==> src/surf_consts.svh <==
`ifndef SURF_CONSTS_SVH
`define SURF_CONSTS_SVH

// number of sector readout units feeding the merger
`define SURF_LANES 7

// width of one sector byte lane
`define SURF_BYTE_W 8

// width of the combined beat, one byte per lane plus the reserved lane
`define SURF_WIDE_W 64

// width of the output event word
`define SURF_NARROW_W 32

// the wide beat must hold every sector lane plus the reserved one
// and it must split into a whole number of output words.
// with the values above that is 8 byte lanes and 2 words per beat

`endif

==> src/surf_pkg.sv <==
`include "surf_consts.svh"

package surf_pkg;

    // one byte from one sector
    typedef logic [`SURF_BYTE_W-1:0] surf_byte_t;

    // one word on the output stream
    typedef logic [`SURF_NARROW_W-1:0] ev_word_t;

    // the 64-bit beat is written by lane and read by half.
    // AXI4-Stream is LSB first, so byte 0 is sector 0 and
    // half 0 carries sectors 3..0 while half 1 carries the
    // reserved lane above sectors 6..4
    typedef union packed {
        // byte view, index i is sector i, the top index is the reserved lane
        surf_byte_t [`SURF_WIDE_W/`SURF_BYTE_W-1:0] bytes;
        // half view, index 0 is bytes 3..0 and index 1 is bytes 7..4
        ev_word_t [`SURF_WIDE_W/`SURF_NARROW_W-1:0] halves;
    } ev_beat_u;

endpackage

==> src/axis_if.sv <==
`timescale 1ns/1ps

// minimal AXI4-Stream link with a packet marker.
// a transfer happens on a rising clock edge where tvalid and tready
// are both high, and the source holds tvalid, tdata and tlast
// stable until then
interface axis_if #(
    parameter int width = 32
);

    logic [width-1:0] tdata;
    logic             tvalid;
    logic             tready;
    logic             tlast;

    // the side that produces data
    modport source (
        output tdata,
        output tvalid,
        output tlast,
        input  tready
    );

    // the side that consumes data
    modport sink (
        input  tdata,
        input  tvalid,
        input  tlast,
        output tready
    );

endinterface

==> src/surf_combiner.sv <==
`timescale 1ns/1ps
`include "surf_consts.svh"

// joins the seven sector byte lanes into one registered 64-bit beat.
// all lanes are taken together in one cycle, so no sector byte
// ever leaves without its partners from the other sectors
module surf_combiner (
    input  logic                                      aclk,
    input  logic                                      arst_n,
    input  surf_pkg::surf_byte_t [`SURF_LANES-1:0]    s_tdata,
    input  logic                 [`SURF_LANES-1:0]    s_tvalid,
    output logic                 [`SURF_LANES-1:0]    s_tready,
    input  logic                 [`SURF_LANES-1:0]    s_tlast,
    axis_if.source                                    ev64
);

    import surf_pkg::*;

    // byte lanes in one beat, including the reserved one at the top
    localparam int beat_bytes = `SURF_WIDE_W / `SURF_BYTE_W;

    logic     all_valid;
    logic     load;
    logic     full_q;
    logic     last_q;
    ev_beat_u beat_q;

    // nothing moves until every sector has a byte waiting
    assign all_valid = &s_tvalid;

    // the output register can take a new beat when it is empty, or
    // when the beat it holds leaves in this same cycle
    assign load = all_valid && (!full_q || ev64.tready);

    // one common ready for every lane
    assign s_tready = {`SURF_LANES{load}};

    always_ff @(posedge aclk or negedge arst_n) begin
        if (!arst_n) begin
            full_q <= 1'b0;
        end else if (load) begin
            full_q <= 1'b1;
        end else if (ev64.tready) begin
            full_q <= 1'b0;
        end
    end

    // payload register, filled through the byte view of the beat.
    // lanes above the last sector are the reserved path and read zero
    always_ff @(posedge aclk) begin
        if (load) begin
            for (int i = 0; i < beat_bytes; i++) begin
                if (i < `SURF_LANES) begin
                    beat_q.bytes[i] <= s_tdata[i];
                end else begin
                    beat_q.bytes[i] <= '0;
                end
            end
            // packet boundaries follow sector 0 only
            last_q <= s_tlast[0];
        end
    end

    assign ev64.tdata  = beat_q;
    assign ev64.tvalid = full_q;
    assign ev64.tlast  = last_q;

    // a stalled beat must not change under the reducer
    property p_beat_held;
        @(posedge aclk) disable iff (!arst_n)
        ev64.tvalid && !ev64.tready |=>
            ev64.tvalid && $stable(ev64.tdata) && $stable(ev64.tlast);
    endproperty

    a_beat_held : assert property (p_beat_held)
        else $error("combiner beat changed while stalled");

    // no lane is ever acknowledged alone
    property p_ready_needs_all_valid;
        @(posedge aclk) disable iff (!arst_n)
        (|s_tready) |-> (&s_tvalid);
    endproperty

    a_ready_needs_all_valid : assert property (p_ready_needs_all_valid)
        else $error("sector ready raised while a lane was not valid");

endmodule

==> src/surf_merger.sv <==
`timescale 1ns/1ps
`include "surf_consts.svh"

// event merging path of the readout board.
// seven sector byte streams are joined into one 64-bit beat,
// then each beat goes out as two 32-bit words on one stream.
// the eighth byte of the beat is reserved for a path that
// does not exist yet and is filled with zero in the combiner
module surf_merger (
    input  logic                                      aclk,
    input  logic                                      arst_n,

    // sector inputs, index i is sector i
    input  surf_pkg::surf_byte_t [`SURF_LANES-1:0]    s_tdata,
    input  logic                 [`SURF_LANES-1:0]    s_tvalid,
    output logic                 [`SURF_LANES-1:0]    s_tready,
    input  logic                 [`SURF_LANES-1:0]    s_tlast,

    // merged event output
    output surf_pkg::ev_word_t                        m_tdata,
    output logic                                      m_tvalid,
    input  logic                                      m_tready,
    output logic                                      m_tlast
);

    // wide link between the two stages
    axis_if #(
        .width (`SURF_WIDE_W)
    ) ev64 ();

    // collect one byte from every sector into one beat.
    // sector 0 alone decides where packets end
    surf_combiner u_combiner (
        .aclk     (aclk),
        .arst_n   (arst_n),
        .s_tdata  (s_tdata),
        .s_tvalid (s_tvalid),
        .s_tready (s_tready),
        .s_tlast  (s_tlast),
        .ev64     (ev64.source)
    );

    // LSB first, so going 64 to 32 gives sectors 3..0 then
    // the reserved byte above sectors 6..4
    surf_reducer u_reducer (
        .aclk     (aclk),
        .arst_n   (arst_n),
        .ev64     (ev64.sink),
        .m_tdata  (m_tdata),
        .m_tvalid (m_tvalid),
        .m_tready (m_tready),
        .m_tlast  (m_tlast)
    );

endmodule

==> src/surf_reducer.sv <==
`timescale 1ns/1ps

// splits each 64-bit beat into two 32-bit words, half 0 first.
// a new beat is taken in the cycle that half 1 leaves, so the
// output can stay busy every cycle when the input keeps up
module surf_reducer (
    input  logic                 aclk,
    input  logic                 arst_n,
    axis_if.sink                 ev64,
    output surf_pkg::ev_word_t   m_tdata,
    output logic                 m_tvalid,
    input  logic                 m_tready,
    output logic                 m_tlast
);

    import surf_pkg::*;

    logic     full_q;
    logic     sel_q;
    logic     last_q;
    ev_beat_u beat_q;
    logic     take;
    logic     accept;
    logic     word_done;

    // room for a beat when empty, or when half 1 is leaving now
    assign take      = !full_q || (m_tready && sel_q);
    assign accept    = ev64.tvalid && take;
    assign word_done = full_q && m_tready;

    assign ev64.tready = take;

    always_ff @(posedge aclk or negedge arst_n) begin
        if (!arst_n) begin
            full_q <= 1'b0;
            sel_q  <= 1'b0;
        end else if (accept) begin
            // a fresh beat always starts on half 0
            full_q <= 1'b1;
            sel_q  <= 1'b0;
        end else if (word_done) begin
            if (sel_q) begin
                full_q <= 1'b0;
                sel_q  <= 1'b0;
            end else begin
                sel_q <= 1'b1;
            end
        end
    end

    always_ff @(posedge aclk) begin
        if (accept) begin
            beat_q <= ev64.tdata;
            last_q <= ev64.tlast;
        end
    end

    // read back through the half view
    assign m_tdata  = beat_q.halves[sel_q];
    assign m_tvalid = full_q;

    // the packet marker belongs to the second word only
    assign m_tlast = last_q && sel_q;

    // the marker can only come up right after a half 0 word has left
    property p_last_on_half1;
        @(posedge aclk) disable iff (!arst_n)
        $rose(m_tlast) |-> $past(m_tvalid && m_tready && !m_tlast);
    endproperty

    a_last_on_half1 : assert property (p_last_on_half1)
        else $error("m_tlast raised with half 0");

    property p_word_held;
        @(posedge aclk) disable iff (!arst_n)
        m_tvalid && !m_tready |=>
            m_tvalid && $stable(m_tdata) && $stable(m_tlast);
    endproperty

    a_word_held : assert property (p_word_held)
        else $error("output word changed while stalled");

endmodule

==> config.mk <==
export PLATFORM = sky130hd
export DESIGN_NAME = surf_merger
export DESIGN_NICKNAME = d
export VERILOG_FILES = /design/src/surf_pkg.sv /design/src/axis_if.sv /design/src/surf_combiner.sv /design/src/surf_merger.sv /design/src/surf_reducer.sv
export VERILOG_INCLUDE_DIRS = /design/src /design/src/src
export SDC_FILE = /design/constraint.sdc
export NUM_CORES = 1
export LEC_CHECK = 0
export BUFFER_PORTS_ARGS = -buffer_cell sky130_fd_sc_hd__buf_2
export CAP_MARGIN = 0
export CELL_PAD_IN_SITES_DETAIL_PLACEMENT = 0
export CELL_PAD_IN_SITES_GLOBAL_PLACEMENT = 1
export CORE_MARGIN = 5
export CORE_UTILIZATION = 39
export CTS_CLUSTER_SIZE = 40
export DETAILED_ROUTE_END_ITERATION = 10
export PLACE_DENSITY = 0.86
export REMOVE_ABC_BUFFERS = 1
export SLEW_MARGIN = 20
export SYNTH_ARGS = -nofsm -noshare
export SYNTH_HDL_FRONTEND = slang
export SYNTH_SLANG_ARGS = --single-unit
==> constraint.sdc <==
create_clock -name aclk -period 5.95 [get_ports aclk]
set_input_delay 0.2975 -clock aclk [delete_from_list [all_inputs] [get_ports aclk]]
set_output_delay 0.2975 -clock aclk [all_outputs]
set_load 0.005 [all_outputs]
-- Word level (Yosys, flattened, before mapping)
Index checks and enable logic that the tools add are counted.
- memories kept: 0
- bits in writable memories: 0
- bits in latches: 0
- register bits after elaboration: 117
- output and inout port bits: 41
- logic and storage cells: 32
- ROM bits: 0
- $mul: 0
- $add $sub $neg: 0
- magnitude comparators: 1
- shift-type cells: 0
- equality and inequality tests: 0
- reductions and logical operators: 14
- divide/modulo/power cells: 0
- bitwise gates (word level): 0
- multiplexer cells: 10
- operators by type and width (kind ; number):
    $mux 32 ; 2
    $mux 1 ; 8
    $reduce_and 7->1 ; 1
    $reduce_bool 2->1 ; 3
    $logic_and 1x1->1 ; 5
    $logic_not 1->1 ; 2
    $logic_or 1x1->1 ; 2
    $lt 1x2->1 const B ; 1
    $reduce_and 2->1 ; 1

-- Longest topological paths before layout
Gate-level depths: netlist of the first run.
- depth after elaboration: 5
- depth in mapped cells: 4

-- Hierarchy
From an unflattened synthesis of the first run, not the netlist that was laid out.
- cell total of the unflattened synthesis: 190
- area total of the unflattened synthesis: 4455.5 um^2
- modules (own cells, without submodules) (module ; instances ; cells each ; seq. area each (um^2) ; area an instance (um^2)):
    surf_reducer ; 1 ; 111 ; 2001.9 ; 2567.5
    surf_combiner ; 1 ; 79 ; 1736.7 ; 1888.1

-- Worst setup path after synthesis of the first run
OpenSTA, ideal clock, no wires.
- kind: register to output
- from: register u_reducer.full_q, in the netlist u_reducer.m_tvalid
- to: output port s_tready[0]
- cell stages (with the launch flop): 4
- setup slack: -100 ps
- arrival time: 5753 ps
- buffers on the path: 1
- path through: dfrtp_1 -> a21boi_2 -> a211oi_1 -> buf_4
- longest elaborated chain between the ends: 4
- ends and longest elaborated chain (what ; line ; source):
    from (decl) ; surf_reducer.sv:18 ; logic full_q;
    from (signal assigned) ; surf_reducer.sv:35 ; full_q <= 1'b0;
    from (signal assigned) ; surf_reducer.sv:39 ; full_q <= 1'b1;
    from (signal assigned) ; surf_reducer.sv:43 ; full_q <= 1'b0;
    $logic_not 1->1 ; surf_reducer.sv:27 ; assign take = !full_q || (m_tready && sel_q);
    $logic_or 1x1->1 ; surf_reducer.sv:27 ;
    $logic_or 1x1->1 ; surf_combiner.sv:33 ; assign load = all_valid && (!full_q || ev64.tready);
    $logic_and 1x1->1 ; surf_combiner.sv:33 ;
    to (decl) ; surf_merger.sv:16 ; output logic [`SURF_LANES-1:0] s_tready,
Every way passes these cells.

-- Worst setup path after layout of the first run
- from: register u_reducer.sel_q
- to: output port s_tready[0]
- longest elaborated chain between the ends: 4
- ends and longest elaborated chain (what ; line ; source):
    from (decl) ; surf_reducer.sv:19 ; logic sel_q;
    from (signal assigned) ; surf_reducer.sv:36 ; sel_q <= 1'b0;
    from (signal assigned) ; surf_reducer.sv:40 ; sel_q <= 1'b0;
    from (signal assigned) ; surf_reducer.sv:44 ; sel_q <= 1'b0;
    $logic_and 1x1->1 ; surf_reducer.sv:27 ;
    $logic_or 1x1->1 ; surf_reducer.sv:27 ;
    $logic_or 1x1->1 ; surf_combiner.sv:33 ;
    $logic_and 1x1->1 ; surf_combiner.sv:33 ;
Every way passes these cells.

==> results by group, run 1 <==
Placement
  – Placed Cells: 405
  – Pre-CTS worst setup slack: 3.13 ns
  – PortBufs: 107
  – RePlAce Congestion: 0.704

Global route
  – Initial antenna violation count: 0
  – M2 GR Usage: 22.1%
  – Number of global-route vias before repair: 2374
  – Grt peak-use layer: met2
  – Overflow after GRT: 0
  – Met1 usage: 11.9%
  – Met3 usage: 6.20%
  – Overall Global Routing Usage: 12.3%
  – First-pass GRT wire length: 11.7 mm
  – Largest net degree at the start of global routing: 65

Clock tree
  – Number of CTS-inserted buffers: 17
  – H-tree depth: 4
  – CTS tree: built
  – Cts repair resizes: 0
  – Root Driver: clkbuf_8
  – Worst-Skew Late Latency: 0.50 ns
  – Clock sink total: 117
  – Clock-pin transition on the worst setup and hold timing paths: 0.06 ns
  – CTS Buffer Depth: 2

Yosys
  – Sequential element share of the synthesized area: 85.6%
  – Yosys warning total: 0
  – Unique cell type count in the Yosys netlist: 18
  – Post-synthesis cell area: 4090 um^2
  – Yosys reg bits: 117
  – Syn Inst Count: 171
  – Mean post-synth cell area: 23.9 um^2

Timing
  – Final setup viols: 0
  – RSZ-0062 raised after global routing: false
  – Slew Limit Fails: 0
  – Setup ws final: 2.68 ns
  – Hold_ws: 0.0640 ns
  – Fin. Hold Viols: 0
  – Slew @ Worst Pin: 0.966 ns
  – Final Cycle Share: 55.0%
  – Min cycle time layout: 3.27 ns
  – Slew HR: 35.6%
  – Fmax: 305 MHz
  – Setup Skew: 0.00625 ns

Detailed routing
  – Via/cell ratio: 4.24
  – Routed WL per cell: 14.9 um
  – Drt first-iter violations: 99
  – DRT Pass-1 Iters: 4
  – Vias: 2101
  – Remaining DRCs: 0
  – Final wirelength: 7.35 mm
  – Post-DRT Antenna Nets: 0

Floorplanning
  – Core area: 10300 um^2
  – Num ports: 114
  – Initial core utilization: 39.7%
  – Overall die area: 12600 um^2
  – DIE WIDTH: 112 um
  – Die Height: 112 um
  – Cell Rows: 37

Power and ir drop
  – Power Dens Cells: 378 nW/um^2
  – Share of power burned in registers: 42.9%
  – Tot Pwr: 2240 uW
  – Switching Share: 20.4%
  – Int Pwr: 1790 uW
  – Comb power frac: 10.1%
  – Leakage power: 0.00228 uW
  – Clock Power Share: 47.1%
  – NetSw: 457 uW
  – Maximum vdd drop: 0.216 mV

Critical path
  – Critical R2R Launch: u_reducer.sel_q
  – Slowest cell on crit path: dfrtp_2
  – Slowest stage delay, CP: 0.99 ns
  – WP data arrival: 2.98 ns
  – Max FO, Critical Path: 64
  – Worst Setup End Kind: primary output
  – Crit path cell chain: a21boi_2, a211oi_4, buf_4, buf_2
  – CP startpoint kind: flip-flop
  – Crit path required time: 5.65 ns
  – CP Class: reg2out
  – Flop2flop setup slack: 3.35 ns
  – Worst r2r path cells: 3
  – Reg-to-reg endpoint: u_combiner.ev64.tdata[46]

Hold path
  – Worst hold stages: 3
  – Hold Startpoint: m_tready
  – Worst hold path type: in2reg
  – WHS Endpoint: u_reducer.sel_q

Job
  – Number of max-cap violations: 0

Outcome
  – Status: finished, final reports clean

Finish
  – Ant diodes: 0
  – Share of cells above drive strength 1: 46.5%
  – Nets: 419
  – Fillers: 800
  – Non-filler cells, final: 495
  – Area Overhead vs Synth: 45.0%
  – Fin util: 57.6%
==> critical path, delay by kind of cell, from the launching register on <==
family,cells,cell delay (ns)
buf+inv,2,0.90
flops,1,0.99
compound gates,2,0.55
==> area by class of cell <==
| class | instances | area, um^2 | area share [%] |
|---|---|---|---|
| clock buffer | 17 | 414 | 6.99 |
| clock inverter | 15 | 211 | 3.57 |
| sequential | 117 | 3500 | 59.1 |
| multi-input combinational | 43 | 498 | 8.41 |
| tap | 136 | 170 | 2.87 |
| timing repair buffer | 167 | 1130 | 19.1 |
==> layer usage <==
layer / routed length [um] / vias up
li1: - / 1014
met1: 2660 / 990
met2: 3960 / 86
met3: 618 / 11
met4: 120 / 0
met5: 0 / -
==> power groups by stage <==
stage	registers [uW]	logic (uW)	clock network (uW)
final	962	226	1060
after global routing	968	244	1120
after CTS	965	229	1080
after detailed placement	982	199	0
after global placement	980	198	0
after floorplan	964	115	0
==> kinds of logic after synthesis <==
group,count (synthesis),share of synthesized area [%]
AOI/OAI and AO/OA,3,0.674
buffers and inverters,11,2.66
and+or+nand+nor,14,2.05
DFF,117,85.6
muxes,26,8.97
==> flip-flops by register name, summed over array words and instances, names as in the netlist <==
| name | flops |
|---|---|
| u_combiner.ev64.tvalid | 1 |
| u_reducer.sel_q | 1 |
| u_combiner.ev64.tdata | 56 |
| u_reducer.beat_q | 56 |
| u_reducer.last_q | 1 |
| u_reducer.m_tvalid | 1 |
| u_combiner.ev64.tlast | 1 |
==> cells in the mapped netlist <==
library cell / count / area, um^2
edfxtp_1: 114 / 3420
mux2_4: 20 / 300
nor2b_1: 9 / 56.3
buf_4: 7 / 52.6
mux2_2: 5 / 56.3
dfrtp_1: 3 / 75.1
buf_12: 2 / 40.0
a211oi_1: 1 / 7.51
a21boi_2: 1 / 11.3
and2_1: 1 / 6.26
buf_2: 1 / 5.00
buf_6: 1 / 11.3
mux2i_1: 1 / 10.0
nand2_1: 1 / 3.75
nand3_1: 1 / 5.00
nand4_1: 1 / 6.26
o2bb2ai_1: 1 / 8.76
or2_1: 1 / 6.26
==> what timing repair did <==
action / CTS / global route
setup endpoints to repair: 0 / 0
hold buffers: 58 / 0
hold endpoints to repair: 60 / 0
buffers inserted: 0 / 0
==> stage by stage <==
step                area [um^2]  TNS (ns)
floorplan                  3980    -66.11
finish                     5920         0
CTS                        5920         0
global route               5920         0
global placement           4720         0
detailed placement         4720         0
==> how the worst max path moves through the flow <==
stage | from | endpoint | slack, ns | cells past startpoint
detailed placement | u_reducer.sel_q | s_tready[3] | 3.13 | 4
finish | u_reducer.sel_q | s_tready[0] | 2.68 | 4
global route | u_reducer.sel_q | s_tready[3] | 2.43 | 4
floorplan | u_reducer.sel_q | u_combiner.ev64.tdata[0] | -1.07 | 2
CTS | u_reducer.sel_q | s_tready[3] | 2.56 | 4
global placement | u_reducer.sel_q | s_tready[0] | 3.21 | 4
==> placed cells by master, fill, tap and decap left out, types with 2 or more instances in the layout <==
master         count
buf_2            107
buf_4              2
bufinv_16          5
clkbuf_16         16
clkinv_1           3
clkinv_2           2
clkinv_4           2
clkinvlp_4         3
dfrtp_1            2
dlygate4sd3_1     58
edfxtp_1         114
mux2_2             5
mux2_4            20
nor2b_1            8
Note: power is estimated with default switching activity, not from simulation.
==> run 2, diff against run 1 <==
Clock period 5.95 ns to 2.8 ns, I/O delays scaled along.
==> results by group, run 2 (synthesized netlist as in run 1, its figures left out) <==
Detailed routing
  – Top sig layer: met4
  – Metal2 WL: 4.04 mm
  – Via/cell ratio: 4.31
  – Wl on met1: 2.76 mm
  – DRT Pass-1 Iters: 4
  – Final wirelength: 7.53 mm
  – Detail Route met3 WL: 613 um
  – Remaining DRCs: 0
  – Routed WL per cell: 15.0 um
  – Vias: 2166
  – Post-DRT Antenna Nets: 0
  – Drt first-iter violations: 62

Finish
  – Most frequent cells in the layout: 114 x edfxtp_1, 107 x buf_2, 63 x dlygate4sd3_1
  – Area of the multi-input gates: 498 um^2
  – Area Overhead vs Synth: 46.2%
  – Share of cells above drive strength 1: 45.4%
  – Fillers: 785
  – Nets: 426
  – Post-route cell area: 5970 um^2
  – Most common cell after layout, fill and taps aside: edfxtp_1
  – Sequential cell area: 3500 um^2
  – Ant diodes: 0

Global route
  – Initial antenna violation count: 0
  – Number of global-route vias before repair: 2402
  – First-pass GRT wire length: 12.0 mm
  – Overall Global Routing Usage: 12.7%
  – Largest net degree at the start of global routing: 65
  – Overflow after GRT: 0

Power and ir drop
  – Share of power burned in registers: 40.8%
  – NetSw: 958 uW
  – Clock Power Share: 46.7%
  – Comb power frac: 12.5%
  – Leakage power: 0.00231 uW
  – Int Pwr: 3800 uW
  – Switching Share: 20.1%
  – Maximum vdd drop: 0.529 mV
  – Power Dens Cells: 796 nW/um^2
  – Tot Pwr: 4750 uW

Hold path
  – Hold Startpoint: s_tdata[43]
  – Worst hold path type: in2reg

Timing
  – Hold_ws: 0.323 ns
  – Setup Skew: 0.0163 ns
  – Fin. Hold Viols: 0
  – Min cycle time layout: 2.43 ns
  – Final setup viols: 0
  – Setup ws final: 0.368 ns
  – Slew HR: 48.7%
  – Fmax: 411 MHz
  – Slew Limit Fails: 0
  – Slew @ Worst Pin: 0.769 ns
  – RSZ-0062 raised after global routing: false
  – Final Cycle Share: 86.8%

Placement
  – Pre-CTS worst setup slack: 0.888 ns
  – PortBufs: 107
  – RePlAce Congestion: 0.711
  – DP Area: 4730 um^2
  – Post-DP HPWL: 4.26 mm

Job
  – Number of max-cap violations: 0

Critical path
  – CP startpoint kind: flip-flop
  – Worst setup path startpoint: u_reducer.m_tvalid
  – Crit path cell chain: a21boi_2, a211oi_4, buf_4, buf_2
  – Critical R2R Launch: u_reducer.m_tvalid
  – CP Class: reg2out
  – Critical Path Sink: s_tready[3]
  – WP data arrival: 2.29 ns
  – Crit path required time: 2.66 ns
  – Worst r2r path cells: 3
  – Flop2flop setup slack: 0.89 ns
  – Worst Setup End Kind: primary output
  – Slowest stage delay, CP: 0.64 ns
  – Max FO, Critical Path: 64
  – Reg-to-reg endpoint: u_combiner.ev64.tdata[14]
  – Slowest cell on crit path: buf_4

Floorplanning
  – Initial core utilization: 39.7%
  – Die Height: 112 um
  – Cell Rows: 37
  – Core area: 10300 um^2
  – DIE WIDTH: 112 um
  – Num ports: 114
  – Overall die area: 12600 um^2

Clock tree
  – CTS tree: built
  – Number of CTS-inserted buffers: 17
  – Root Driver: clkbuf_8
  – Clock sink total: 117
  – Postcts setup bufs: 0
  – Worst-Skew Late Latency: 0.52 ns
  – H-tree depth: 4
  – CTS Buffer Depth: 2
  – Clock-pin transition on the worst setup and hold timing paths: 0.06 ns

Outcome
  – Status: finished, final reports clean
run 2: through the flow:
stage | utilization [%] | std cells | TNS [ns]
global placement | 46.1 | 407 | 0
detailed placement | 46.1 | 407 | 0
floorplan | - | 160 | -358.54
global route | 58.1 | 502 | 0
finish | 58.1 | 502 | 0
CTS | 58.1 | 502 | 0
run 2: how the worst min path moves through the flow:
stage | depth (start not counted) | end
6_report | 2 | u_combiner.ev64.tdata[43]
5_1_grt | 2 | u_combiner.ev64.tdata[19]
4_1_cts | 2 | u_combiner.ev64.tdata[14]
3_5_place_dp | 1 | u_reducer.m_tvalid
3_3_place_gp | 1 | u_reducer.m_tvalid
2_1_floorplan | 0 | u_combiner.ev64.tvalid
run 2: critical path: cells and delay by family, from the launching register on:
kind                   cells  cell delay (ns)
buffers and inverters      2             0.88
AOI/OAI and AO/OA          2             0.46
DFF                        1             0.41
run 2: layout make-up:
cell class | instances | share of cell area [%]
Clock buffer | 20 | 7.12
Timing Repair Buffer | 174 | 20.0
Tap cell | 136 | 2.85
Multi-Input combinational cell | 43 | 8.34
Clock inverter | 12 | 3.08
Sequential cell | 117 | 58.6
run 2: layer usage:
metal  up-vias  global-route usage, %
met5         -                      0
met1      1032                   12.5
met2        91                   22.6
li1       1031                      -
met4         0                   5.53
met3        12                   5.88
run 2: power groups by stage:
stage	Combinational, uW	Clock [uW]	Sequential (uW)
floorplan	244	0	2050
CTS	606	2260	1940
global route	648	2350	1940
finish	594	2220	1940
global placement	536	0	1970
detailed placement	540	0	1970
run 2: what timing repair did:
| action | in CTS | in global routing |
|---|---|---|
| hold buffers | 63 | 0 |
| resized for setup | 0 | 0 |
| hold endpoints to repair | 62 | 0 |
==> run 3, diff against run 2 <==
--- a/constraint.sdc
+++ b/constraint.sdc
@@ -3,2 +3,2 @@
 set_output_delay 0.14 -clock aclk [all_outputs]
-set_load 0.005 [all_outputs]
+set_load 0.01 [all_outputs]
==> results by group, run 3 (synthesized netlist as in run 1, its figures left out) <==
Global route
  – Number of global-route vias before repair: 2387
  – Largest net degree at the start of global routing: 65
  – Initial antenna violation count: 0
  – First-pass GRT wire length: 12.1 mm
  – Overall Global Routing Usage: 12.9%
  – M2 GR Usage: 22.9%
  – Grt peak-use layer: met2
  – Overflow after GRT: 0
  – Met1 usage: 12.9%
  – Met3 usage: 6.52%

Finish
  – Nets: 426
  – Most common cell after layout, fill and taps aside: edfxtp_1
  – Most frequent cells in the layout: 114 x edfxtp_1, 107 x buf_2, 63 x dlygate4sd3_1
  – Ant diodes: 0
  – Post-route cell area: 5940 um^2
  – Share of cells above drive strength 1: 45.2%
  – Area Overhead vs Synth: 45.3%

Job
  – Number of max-cap violations: 0

Timing
  – Setup Skew: 0.00743 ns
  – Fin. Hold Viols: 0
  – Slew HR: 66.7%
  – Min cycle time layout: 2.43 ns
  – Hold_ws: 0.345 ns
  – Slew @ Worst Pin: 0.499 ns
  – RSZ-0062 raised after global routing: false
  – Final Cycle Share: 86.8%
  – Fmax: 412 MHz
  – Final setup viols: 0
  – Slew Limit Fails: 0

Clock tree
  – Number of CTS-inserted buffers: 17
  – Postcts setup bufs: 0
  – Root Driver: clkbuf_8
  – CTS tree: built
  – H-tree depth: 4
  – CTS Buffer Depth: 2
  – Clock-pin transition on the worst setup and hold timing paths: 0.06 ns
  – Worst-Skew Late Latency: 0.50 ns
  – Clock sink total: 117

Critical path
  – Crit path required time: 2.66 ns
  – Crit path cell chain: a21boi_2, a211oi_4, buf_12, buf_2
  – Slowest cell on crit path: dfrtp_2
  – Slowest stage delay, CP: 0.68 ns
  – WP data arrival: 2.29 ns
  – CP startpoint kind: flip-flop
  – CP Class: reg2out
  – Worst r2r path cells: 3
  – Worst Setup End Kind: primary output
  – Max FO, Critical Path: 64

Detailed routing
  – Vias: 2121
  – Routed WL per cell: 15.0 um
  – Post-DRT Antenna Nets: 0
  – Final wirelength: 7.51 mm
  – Via/cell ratio: 4.23
  – Drt first-iter violations: 74
  – DRT Pass-1 Iters: 4
  – Remaining DRCs: 0

Placement
  – Post-DP HPWL: 4.17 mm
  – RePlAce Congestion: 0.711
  – DP Area: 4750 um^2
  – PortBufs: 107

Power and ir drop
  – Share of power burned in registers: 43.3%
  – Clock Power Share: 43.8%
  – Maximum vdd drop: 0.481 mV
  – NetSw: 992 uW
  – Switching Share: 21.5%
  – Power Dens Cells: 775 nW/um^2
  – Comb power frac: 12.9%
  – Int Pwr: 3610 uW
  – Leakage power: 0.00228 uW

Hold path
  – Worst hold path type: in2reg
  – Worst hold stages: 4

Outcome
  – Status: finished, final reports clean

Floorplanning
  – Die Height: 112 um
  – Core area: 10300 um^2
  – Cell Rows: 37
  – Num ports: 114
  – Overall die area: 12600 um^2
  – Initial core utilization: 39.7%
  – DIE WIDTH: 112 um
[run 3: cell count changes in the layout (fill, tap and decap cells not counted)]
cell	change
clkinvlp_4	+2
buf_12	+1
clkinv_2	-1
bufinv_16	-2
clkbuf_1	-1
clkinv_1	+1
buf_4	-1
[run 3: what timing repair did]
| item | in CTS | in global routing |
|---|---|---|
| gates resized for setup | 0 | 0 |
| hold buffers | 63 | 0 |
| endpoints found under the setup margin | 0 | 0 |
| endpoints found under the hold margin | 62 | 0 |
[run 3: path summary, 6_finish.rpt]
path / startpoint / end / slack (ns)
min: s_tvalid[3] / u_combiner.ev64.tdata[10] / 0.34
max in group asynchronous: arst_n / u_reducer.sel_q / 2.12
min in group asynchronous: arst_n / u_reducer.m_tvalid / 0.52
max: u_reducer.sel_q / s_tready[3] / 0.37
max reg2reg: u_reducer.sel_q / u_combiner.ev64.tdata[24] / 0.88
min reg2reg: u_combiner.ev64.tdata[34] / u_reducer.beat_q[34] / 0.41
[run 3: power by group through the flow]
stage / Sequential [uW] / Combinational, uW / Clock (uW)
2_1_floorplan: 2050 / 290 / 0
3_3_place_gp: 2030 / 534 / 0
3_5_place_dp: 2030 / 538 / 0
4_1_cts: 1990 / 606 / 2060
5_1_grt: 2000 / 646 / 2160
6_report: 1990 / 596 / 2010
[run 3: metal layers]
metal	share of wire, %	vias to the layer above
li1	-	1030
met1	37	994
met2	54	84
met3	8.2	13
met4	1.2	0
met5	0	-
[run 3: layout make-up]
cell class | count | area (um^2)
repair buffers | 174 | 1210
flip-flops and latches | 117 | 3500
clock inverters | 12 | 138
clock buffers | 19 | 422
fillers | 778 | 4340
multi-input cells | 43 | 498
well taps | 136 | 170
[run 3: critical path, delay by kind of cell, from the launching register on]
family	cells	cell delay, ns
DFF	1	0.68
buffers and inverters	2	0.54
AOI/OAI and AO/OA	2	0.53
[run 3: stage by stage]
stage          power, uW  utilization (%)  TNS, ns  setup WS (ns)  instances
6_report            4600             57.8        0          0.370        501
5_1_grt             4800             57.8        0          0.178        501
4_1_cts             4660             57.8        0          0.305        501
3_5_place_dp        2570             46.2        0          0.870        407
3_3_place_gp        2560             46.2        0          0.909        407
2_1_floorplan       2340                -  -408.13          -4.99        160
